[config.mk]
export PLATFORM = sky130hd
export DESIGN_NAME = trg_subsystem_top
export DESIGN_NICKNAME = d
export VERILOG_FILES = /design/src/hdl/trg_pkg.sv /design/src/hdl/trg_subsystem_top.sv /design/src/hdl/threshold_trigger.sv /design/src/hdl/baseline_calib.sv /design/src/hdl/trg_apb_regs.sv
export SDC_FILE = /design/constraint.sdc
export NUM_CORES = 1
export LEC_CHECK = 0
export CAP_MARGIN = 15
export CORE_MARGIN = 5
export CORE_UTILIZATION = 65
export CTS_BUF_LIST = sky130_fd_sc_hd__clkbuf_8
export DETAILED_ROUTE_END_ITERATION = 10
export DONT_BUFFER_PORTS = 1
export GPL_TIMING_DRIVEN = 0
export PLACE_DENSITY = 0.81
export SLEW_MARGIN = 40
export SYNTH_ARGS = -nofsm -noshare
export SYNTH_HDL_FRONTEND = slang
export SYNTH_SLANG_ARGS = --single-unit
[constraint.sdc]
create_clock -name AXIS_ACLK -period 8.25 [get_ports AXIS_ACLK]
set_input_delay 0.4125 -clock AXIS_ACLK [delete_from_list [all_inputs] [get_ports AXIS_ACLK]]
set_output_delay 0.4125 -clock AXIS_ACLK [all_outputs]
set_load 0.02 [all_outputs]
[src/hdl/trg_pkg.sv]
`default_nettype none

package trg_pkg;

    // lanes are 16 bits, sample sits in the top 12
    localparam int LANE_WIDTH = 16;
    localparam int ADC_WIDTH  = 12;

    typedef logic signed [ADC_WIDTH-1:0] adc_sample_t;
    typedef logic [15:0] time_stamp_t;
    typedef logic [9:0]  win_len_t;

    // code 2 is not used and behaves like idle
    typedef enum logic [1:0] {
        EXEC_IDLE  = 2'd0,
        EXEC_CALIB = 2'd1,
        EXEC_RUN   = 2'd3
    } exec_state_t;

    typedef struct packed {
        exec_state_t exec_state;
        adc_sample_t threshold;
        win_len_t    post_len;
        win_len_t    acqui_len;
    } trg_cfg_t;

    typedef struct packed {
        logic        done;
        time_stamp_t stamp;
        win_len_t    length;
        logic        over_len;
    } trg_event_t;

    typedef struct packed {
        logic        psel;
        logic        penable;
        logic        pwrite;
        logic [7:0]  paddr;
        logic [31:0] pwdata;
    } apb_req_t;

    typedef struct packed {
        logic [31:0] prdata;
        logic        pready;
        logic        pslverr;
    } apb_rsp_t;

    // byte offsets of the register map
    localparam logic [7:0] REG_CTRL        = 8'h00;
    localparam logic [7:0] REG_THRESHOLD   = 8'h04;
    localparam logic [7:0] REG_POST_LEN    = 8'h08;
    localparam logic [7:0] REG_ACQUI_LEN   = 8'h0C;
    localparam logic [7:0] REG_STATUS      = 8'h10;
    localparam logic [7:0] REG_BASELINE    = 8'h14;
    localparam logic [7:0] REG_LAST_STAMP  = 8'h18;
    localparam logic [7:0] REG_LAST_LEN    = 8'h1C;
    localparam logic [7:0] REG_EVENT_COUNT = 8'h20;

endpackage

`default_nettype wire
[src/hdl/trg_subsystem_top.sv]
`timescale 1ns/1ns
`default_nettype none

module trg_subsystem_top #(
    parameter int TDATA_WIDTH      = 128,
    parameter int CALIB_BEATS_LOG2 = 4
) (
    input  logic                   AXIS_ACLK,
    input  logic                   AXIS_ARESETN,
    input  logic [TDATA_WIDTH-1:0] s_axis_tdata,
    input  logic                   s_axis_tvalid,
    input  trg_pkg::apb_req_t      apb_req,
    output trg_pkg::apb_rsp_t      apb_rsp,
    output logic                   trig_flag
);
    import trg_pkg::*;

    trg_cfg_t    cfg;
    trg_event_t  evt;
    adc_sample_t baseline;
    logic        calib_done;

    trg_apb_regs u_regs (
        .AXIS_ACLK    (AXIS_ACLK),
        .AXIS_ARESETN (AXIS_ARESETN),
        .apb_req      (apb_req),
        .apb_rsp      (apb_rsp),
        .cfg          (cfg),
        .baseline     (baseline),
        .calib_done   (calib_done),
        .trig_flag    (trig_flag),
        .evt          (evt)
    );

    baseline_calib #(
        .TDATA_WIDTH      (TDATA_WIDTH),
        .CALIB_BEATS_LOG2 (CALIB_BEATS_LOG2)
    ) u_calib (
        .AXIS_ACLK     (AXIS_ACLK),
        .AXIS_ARESETN  (AXIS_ARESETN),
        .s_axis_tdata  (s_axis_tdata),
        .s_axis_tvalid (s_axis_tvalid),
        .exec_state    (cfg.exec_state),
        .baseline      (baseline),
        .calib_done    (calib_done)
    );

    threshold_trigger #(
        .TDATA_WIDTH (TDATA_WIDTH)
    ) u_trigger (
        .AXIS_ACLK     (AXIS_ACLK),
        .AXIS_ARESETN  (AXIS_ARESETN),
        .s_axis_tdata  (s_axis_tdata),
        .s_axis_tvalid (s_axis_tvalid),
        .cfg           (cfg),
        .baseline      (baseline),
        .trig_flag     (trig_flag),
        .evt           (evt)
    );

endmodule

`default_nettype wire

[src/hdl/threshold_trigger.sv]
`timescale 1ns/1ns
`default_nettype none

module threshold_trigger #(
    parameter int TDATA_WIDTH = 128
) (
    input  logic                  AXIS_ACLK,
    input  logic                  AXIS_ARESETN,
    input  logic [TDATA_WIDTH-1:0] s_axis_tdata,
    input  logic                  s_axis_tvalid,
    input  trg_pkg::trg_cfg_t     cfg,
    input  trg_pkg::adc_sample_t  baseline,
    output logic                  trig_flag,
    output trg_pkg::trg_event_t   evt
);
    import trg_pkg::*;

    localparam int LANES  = TDATA_WIDTH / LANE_WIDTH;
    localparam int DIFF_W = ADC_WIDTH + 1;

    typedef enum logic {
        WIN_IDLE,
        WIN_OPEN
    } win_state_t;

    win_state_t       win_state;
    logic             run_prev;
    logic             running;
    logic             entering_run;
    logic             hot;
    logic             win_beat;
    logic             close_len;
    logic             close_quiet;
    logic [LANES-1:0] lane_hot;
    time_stamp_t      time_cnt;
    time_stamp_t      time_cur;
    time_stamp_t      win_stamp;
    win_len_t         win_len;
    win_len_t         quiet_cnt;
    win_len_t         len_next;
    win_len_t         quiet_next;

    // one extra bit keeps sample minus baseline from wrapping
    always_comb
    begin
        adc_sample_t              lane;
        logic signed [DIFF_W-1:0] diff;
        for (int i = 0; i < LANES; i++)
        begin
            lane        = s_axis_tdata[LANE_WIDTH*i + LANE_WIDTH-1 -: ADC_WIDTH];
            diff        = DIFF_W'(lane) - DIFF_W'(baseline);
            lane_hot[i] = diff >= DIFF_W'(cfg.threshold);
        end
    end

    assign running      = cfg.exec_state == EXEC_RUN;
    assign entering_run = running && !run_prev;
    assign time_cur     = entering_run ? '0 : time_cnt;
    assign hot          = s_axis_tvalid && running && (|lane_hot);

    // beat that belongs to a window, opening beat included
    assign win_beat    = s_axis_tvalid && running && (win_state == WIN_OPEN || hot);
    assign len_next    = (win_state == WIN_OPEN) ? win_len + 1'b1 : win_len_t'(1);
    assign quiet_next  = hot ? '0 : quiet_cnt + 1'b1;
    assign close_len   = win_beat && (len_next >= cfg.acqui_len);
    assign close_quiet = win_beat && (quiet_next >= cfg.post_len);

    assign trig_flag = win_state == WIN_OPEN;

    always_ff @(posedge AXIS_ACLK)
    begin
        if (!AXIS_ARESETN)
        begin
            win_state <= WIN_IDLE;
            run_prev  <= 1'b0;
            time_cnt  <= '0;
            win_stamp <= '0;
            win_len   <= '0;
            quiet_cnt <= '0;
            evt       <= '0;
        end
        else
        begin
            run_prev <= running;
            evt.done <= 1'b0;

            // sample time counts valid beats only
            if (running && s_axis_tvalid)
                time_cnt <= time_cur + 1'b1;
            else if (entering_run)
                time_cnt <= '0;

            if (!running)
            begin
                // abort, no event
                win_state <= WIN_IDLE;
            end
            else if (win_beat)
            begin
                win_len   <= len_next;
                quiet_cnt <= quiet_next;
                if (win_state == WIN_IDLE)
                    win_stamp <= time_cur;
                if (close_len || close_quiet)
                begin
                    win_state    <= WIN_IDLE;
                    evt.done     <= 1'b1;
                    evt.stamp    <= (win_state == WIN_IDLE) ? time_cur : win_stamp;
                    evt.length   <= len_next;
                    evt.over_len <= close_len;
                end
                else
                begin
                    win_state <= WIN_OPEN;
                end
            end
        end
    end

    a_flag_only_in_run: assert property (@(posedge AXIS_ACLK) disable iff (!AXIS_ARESETN)
        (cfg.exec_state != EXEC_RUN && $past(cfg.exec_state) != EXEC_RUN) |-> !trig_flag)
        else $error("trig_flag high outside run");

    a_len_bounded: assert property (@(posedge AXIS_ACLK) disable iff (!AXIS_ARESETN)
        (win_state == WIN_OPEN) |-> (win_len <= cfg.acqui_len))
        else $error("window longer than acqui_len");

endmodule

`default_nettype wire

[src/hdl/baseline_calib.sv]
`timescale 1ns/1ns
`default_nettype none

module baseline_calib #(
    parameter int TDATA_WIDTH      = 128,
    parameter int CALIB_BEATS_LOG2 = 4
) (
    input  logic                 AXIS_ACLK,
    input  logic                 AXIS_ARESETN,
    input  logic [TDATA_WIDTH-1:0] s_axis_tdata,
    input  logic                 s_axis_tvalid,
    input  trg_pkg::exec_state_t exec_state,
    output trg_pkg::adc_sample_t baseline,
    output logic                 calib_done
);
    import trg_pkg::*;

    localparam int LANES     = TDATA_WIDTH / LANE_WIDTH;
    localparam int SHIFT     = CALIB_BEATS_LOG2 + $clog2(LANES);
    localparam int ACC_WIDTH = ADC_WIDTH + SHIFT;
    localparam int CNT_WIDTH = CALIB_BEATS_LOG2 + 1;
    localparam logic [CNT_WIDTH-1:0] LAST_BEAT = CNT_WIDTH'((1 << CALIB_BEATS_LOG2) - 1);

    exec_state_t                 exec_prev;
    logic                        busy;
    logic                        entering;
    logic                        active;
    logic signed [ACC_WIDTH-1:0] acc;
    logic signed [ACC_WIDTH-1:0] beat_sum;
    logic signed [ACC_WIDTH-1:0] acc_sum;
    logic [CNT_WIDTH-1:0]        beat_cnt;
    logic [CNT_WIDTH-1:0]        cnt_cur;

    // sum of all lanes in this beat, sign extended
    always_comb
    begin
        beat_sum = '0;
        for (int i = 0; i < LANES; i++)
        begin
            beat_sum = beat_sum + ACC_WIDTH'(adc_sample_t'(
                s_axis_tdata[LANE_WIDTH*i + LANE_WIDTH-1 -: ADC_WIDTH]));
        end
    end

    // the entry beat already counts, so start from zero combinationally
    assign entering = (exec_state == EXEC_CALIB) && (exec_prev != EXEC_CALIB);
    assign active   = (exec_state == EXEC_CALIB) && (entering || busy);
    assign acc_sum  = (entering ? '0 : acc) + beat_sum;
    assign cnt_cur  = entering ? '0 : beat_cnt;

    always_ff @(posedge AXIS_ACLK)
    begin
        if (!AXIS_ARESETN)
        begin
            exec_prev  <= EXEC_IDLE;
            busy       <= 1'b0;
            acc        <= '0;
            beat_cnt   <= '0;
            baseline   <= '0;
            calib_done <= 1'b0;
        end
        else
        begin
            exec_prev <= exec_state;
            busy      <= active;
            if (entering)
                calib_done <= 1'b0;
            if (active && s_axis_tvalid)
            begin
                if (cnt_cur == LAST_BEAT)
                begin
                    // arithmetic shift, rounds toward minus infinity
                    baseline   <= adc_sample_t'(acc_sum >>> SHIFT);
                    calib_done <= 1'b1;
                    busy       <= 1'b0;
                end
                else
                begin
                    acc      <= acc_sum;
                    beat_cnt <= cnt_cur + 1'b1;
                end
            end
            else if (entering)
            begin
                acc      <= '0;
                beat_cnt <= '0;
            end
        end
    end

    a_done_in_calib: assert property (@(posedge AXIS_ACLK) disable iff (!AXIS_ARESETN)
        $rose(calib_done) |-> $past(exec_state) == EXEC_CALIB)
        else $error("calib_done rose outside calibrate");

endmodule

`default_nettype wire

[src/hdl/trg_apb_regs.sv]
`timescale 1ns/1ns
`default_nettype none

module trg_apb_regs (
    input  logic                AXIS_ACLK,
    input  logic                AXIS_ARESETN,
    input  trg_pkg::apb_req_t   apb_req,
    output trg_pkg::apb_rsp_t   apb_rsp,
    output trg_pkg::trg_cfg_t   cfg,
    input  trg_pkg::adc_sample_t baseline,
    input  logic                calib_done,
    input  logic                trig_flag,
    input  trg_pkg::trg_event_t evt
);
    import trg_pkg::*;

    localparam int LEN_W = $bits(win_len_t);

    logic        access;
    logic        addr_hit;
    logic        addr_ro;
    logic        wr_en;
    logic [31:0] rd_data;

    time_stamp_t last_stamp;
    win_len_t    last_len;
    logic        last_over;
    logic [31:0] evt_count;

    // access phase, zero wait states
    assign access = apb_req.psel && apb_req.penable;

    always_comb
    begin
        rd_data  = '0;
        addr_hit = 1'b1;
        addr_ro  = 1'b0;
        case (apb_req.paddr)
            REG_CTRL:        rd_data = {30'b0, cfg.exec_state};
            REG_THRESHOLD:   rd_data = 32'(cfg.threshold);
            REG_POST_LEN:    rd_data = 32'(cfg.post_len);
            REG_ACQUI_LEN:   rd_data = 32'(cfg.acqui_len);
            REG_STATUS:
            begin
                rd_data = {29'b0, last_over, trig_flag, calib_done};
                addr_ro = 1'b1;
            end
            REG_BASELINE:
            begin
                // sign extended so software sees a plain int
                rd_data = 32'(baseline);
                addr_ro = 1'b1;
            end
            REG_LAST_STAMP:
            begin
                rd_data = 32'(last_stamp);
                addr_ro = 1'b1;
            end
            REG_LAST_LEN:
            begin
                rd_data = 32'(last_len);
                addr_ro = 1'b1;
            end
            REG_EVENT_COUNT:
            begin
                rd_data = evt_count;
                addr_ro = 1'b1;
            end
            default:         addr_hit = 1'b0;
        endcase
    end

    assign wr_en           = access && apb_req.pwrite && addr_hit && !addr_ro;
    assign apb_rsp.pready  = access;
    assign apb_rsp.pslverr = access && (!addr_hit || (apb_req.pwrite && addr_ro));
    assign apb_rsp.prdata  = (access && !apb_req.pwrite) ? rd_data : '0;

    // configuration registers
    always_ff @(posedge AXIS_ACLK)
    begin
        if (!AXIS_ARESETN)
        begin
            cfg.exec_state <= EXEC_IDLE;
            cfg.threshold  <= '0;
            cfg.post_len   <= win_len_t'(4);
            cfg.acqui_len  <= win_len_t'(64);
        end
        else if (wr_en)
        begin
            case (apb_req.paddr)
                REG_CTRL:      cfg.exec_state <= exec_state_t'(apb_req.pwdata[1:0]);
                REG_THRESHOLD: cfg.threshold  <= apb_req.pwdata[ADC_WIDTH-1:0];
                REG_POST_LEN:  cfg.post_len   <= apb_req.pwdata[LEN_W-1:0];
                REG_ACQUI_LEN: cfg.acqui_len  <= apb_req.pwdata[LEN_W-1:0];
                default:       cfg.exec_state <= cfg.exec_state;
            endcase
        end
    end

    // event record, loaded on every closed window
    always_ff @(posedge AXIS_ACLK)
    begin
        if (!AXIS_ARESETN)
        begin
            last_stamp <= '0;
            last_len   <= '0;
            last_over  <= 1'b0;
            evt_count  <= '0;
        end
        else if (evt.done)
        begin
            last_stamp <= evt.stamp;
            last_len   <= evt.length;
            last_over  <= evt.over_len;
            evt_count  <= evt_count + 1'b1;
        end
    end

    a_penable_needs_psel: assert property (@(posedge AXIS_ACLK) disable iff (!AXIS_ARESETN)
        apb_req.penable |-> apb_req.psel)
        else $error("penable high without psel");

    a_paddr_stable: assert property (@(posedge AXIS_ACLK) disable iff (!AXIS_ARESETN)
        (apb_req.psel && !apb_req.penable) |=> $stable(apb_req.paddr))
        else $error("paddr changed between setup and access");

endmodule

`default_nettype wire

==> impl_results.md <==
- Pwr/cell area: ~200 nW/um2
- CP max FO: 10
- Maximum VDD drop: 0.000282 V
- Slew Limit Fails: 0
- Area grow syn2layout: 6.71%
- Crit path required time: just under 9 ns
- Drt initial violations: 1755
- Synth Cell Area: approximately 20000 um2
- WP data arrival: approximately 8.4 ns
- Die area: 34400 um2
- # rows: 64
- Adder-Cell Fraction of Synth Area: between 20% and 30%
- Critical path class: reg -> reg
- First-pass GRT wire length: 94900 um
- Yosys reg bits: about 220
- Synth warn: 0
- Total power: 0.00416 W
- Vias per cell: approximately 6.3
- CTS max path bufs: 3
- Status: completed
- CTS sink cnt: ~220
- Worst slew pin tran: between 0.9 and 1 ns
- Fin Setup TNS: 0 ns
- HP Class: in -> reg
- Fmax achieved: around 0.13 GHz
- Number of synthesized flops with an enable pin: 0
- Max Cap Violations: 0
- Initial antenna violation count: 2
- RSZ-0062 raised after global routing: no
- Port Buffers: 0
- CTS root buf: clkbuf_8
- Clk_lat worst skew: approximately 0.53 ns
- DR DRC count: 0
- CTS buffer count: 36
- Worst Setup End Kind: flop
- Die height: ~190 um
- Final-report hold violation count: 0
- Final Skew: around 0.023 ns
- Synth Instances: about 2400
- Tmin final: approximately 8.0 ns
- Filler cells: 2487
- CTS tree: yes
- Via count: roughly 18000
- Largest net degree at the start of global routing: 18
- LEAKAGE: ~8.6 nW
- Cell family with most CP delay: compound AO/OA/AOI/OAI gates
- Cell mode on critical path: ha_1
- Post-synth ARST share: 0%
- Synth Area in Compound Gates: 17.4%
- Drt total wl: about 61000 um
- Slew HR: around 38%
- Post-synthesis cell type count: 74
- Top_reg_cell synth: dfxtp_1
- Period utilization: a little over nine tenths
- Util after Layout: between 70% and 80%
- Simple-gate portion of the synthesized area: between 15 and 20%
- Core area: between 30000 and 40000 um2
- # diodes: 0
- GR Util All Layers: 35.0%
- Number of global-route vias before repair: 17200
- Clock transition at the registers of the reported paths: ~0.06 ns
- Endpoints failing setup: 0
- Final nets: between 3000 and 4000
- Post-synthesis average cell area: between 8 and 9 um2
- Sequential area share after synthesis: 21.5%
- H-tree depth: 2
- CP max stage cell: or4b_4
- Startpoint Class: flop
- Cts hold-fix bufs: 0
- Multiplexer area fraction after synthesis: 3.31%
- Final setup margin: between 0.2 and 0.3 ns
- Drt wl/cell: roughly 21 um
- Placed cell areas: between 20000 and 25000 um2
- XOR/XNOR share of the synthesized area: 6.76%
- Die width: between 150 and 200 um
- Initial Util: between 60% and 70%
- Place WS: -0.451 ns
- CP peak stage delay: ~0.55 ns
- Largest family of logic cells by synthesized area: adder cells
- Gpl congestion: around 0.99
- Drt pass-1 iters: 6
- Post-DP HPWL: between 40000 and 50000 um
- Share of layout cells above drive strength 1: roughly 4.7%
- Top Ports: 209
- GR Overflow Total: 0
- Post-Syn Nets: roughly 3000
- WP buf/inv: 5
- Design area: approximately 21000 um2
- Remaining antenna violation count after routing: 0
[layout by cell type (no fill, tap or decap), drive strengths merged, types with 17 or more instances in the layout]
master and n:
buf 22, a211oi 24, nand2b 24, o21ai 92, xor2 51, dfxtp 215, nand4 33, nor2b 17
nand3 60, fa 102, clkbuf 115, a21o 44, inv 253, a22oi 34, mux2i 64, nor3 48
o21a 27, a21oi 185, and2 27, o21bai 20, nand2 294, xnor2 101, and3 29, or3 27
nor2 172, ha 260
[path summary, 6_finish.rpt]
path	to	startpoint	depth (start not counted)	slack (ns)
worst max register to register	u_trigger.evt[25]	u_calib.baseline[0]	32	0.26
worst min-delay path	u_regs.cfg[13]	apb_req[3]	2	0.02
worst min register to register	u_regs.cfg[21]	u_regs.cfg[21]	2	0.46
worst max-delay path	u_trigger.evt[25]	u_calib.baseline[0]	32	0.26
[synth_stat cells, drive strengths merged, types with 12 or more instances]
cell | instances | share of area, %
a211oi | 24 | 1.1
a21o | 44 | 1.7
a21oi | 185 | 4.6
a22oi | 34 | 1.3
a31oi | 12 | 0.38
and2 | 27 | 0.84
and3 | 29 | 0.91
buf | 20 | 0.72
clkbuf | 68 | 1.3
dfxtp | 215 | 22
fa | 102 | 10
ha | 260 | 16
inv | 245 | 4.6
mux2i | 64 | 3.2
nand2 | 294 | 5.5
nand2b | 24 | 0.75
nand3 | 60 | 1.5
nand4 | 33 | 1.0
nor2 | 172 | 3.2
nor2b | 17 | 0.53
nor3 | 48 | 1.2
nor4 | 13 | 0.48
o211ai | 12 | 0.45
o21a | 27 | 1.0
o21ai | 92 | 2.4
o21bai | 20 | 0.75
o41ai | 14 | 0.61
or3 | 27 | 0.84
xnor2 | 101 | 4.4
xor2 | 51 | 2.2
[state kept, by name, indices dropped and copies added, names as in the netlist]
name,count
u_regs.last_len,10
u_calib.calib_done,1
u_regs.cfg,34
u_regs.last_over,1
u_calib.busy,1
u_trigger.win_stamp,16
u_calib.baseline,12
u_trigger.evt,28
u_calib.exec_prev,2
u_trigger.quiet_cnt,10
u_regs.evt_count,32
u_trigger.run_prev,1
u_regs.last_stamp,16
u_calib.acc,19
u_calib.beat_cnt,5
u_trigger.trig_flag,1
u_trigger.win_len,10
u_trigger.time_cnt,16
[report_power, final]
part           switching [W]  internal (W)  total, W  leakage (nW)
clock               0.000460      0.000544   0.00100         0.417
sequential     0.00000000331       0.00104   0.00104          1.73
combinational        0.00130      0.000815   0.00211          6.50
total                0.00176       0.00240   0.00416          8.65
[kinds of logic (layout without fill, tap and decap cells)]
logic type	Yosys count	in the layout
AND/OR/NAND/NOR	771	771
multiplexers	66	66
buffers and inverters	333	398
adder cells (fa/ha/maj)	362	362
AO/OA/AOI/OAI	534	534
flip-flops	215	215
XOR/XNOR	153	153
[metrics by stage]
stage / hold slack (ns) / std cells
floorplan: 0.431 / 2434
global placement: 0.438 / 2830
detailed placement: 0.451 / 2830
CTS: 0.00388 / 2893
global route: 0.00342 / 2895
finish: 0.0163 / 2895
[worst register-to-register path, delay by kind of cell (launching register included)]
kind / cells / cell delay [ns]
buf+inv: 5 / 0.78
compound gates: 14 / 3.37
mux: 1 / 0.20
fa+ha+maj: 4 / 1.14
flops: 1 / 0.47
simple gates: 8 / 1.92
[what timing repair did]
action                     CTS  global route
resized for setup            4             8
buffers inserted             0             2
setup endpoints to repair   29            29
pin swaps                    0             2
[area by class of cell]
class                      instances  area (um2)  share of cell area, %
multi-input combinational       1886       14500                   67.7
sequential                       215        4310                   20.2
inverter                         245         920                   4.31
clock buffer                      47         647                   3.03
tap                              396         495                   2.32
buffer                            88         402                   1.88
clock inverter                    16         103                  0.480
timing repair buffer               2        15.0                 0.0703
[per-layer routing]
metal | part of all wire, % | vias up | global-route usage [%]
met3 | 11 | 123 | 8.74
met2 | 41 | 917 | 52.1
met4 | 3.2 | 0 | 9.84
met1 | 44 | 8510 | 50.7
li1 | - | 8548 | -
met5 | 0 | - | 0
No activity file was read; power rests on OpenSTA's default activity.
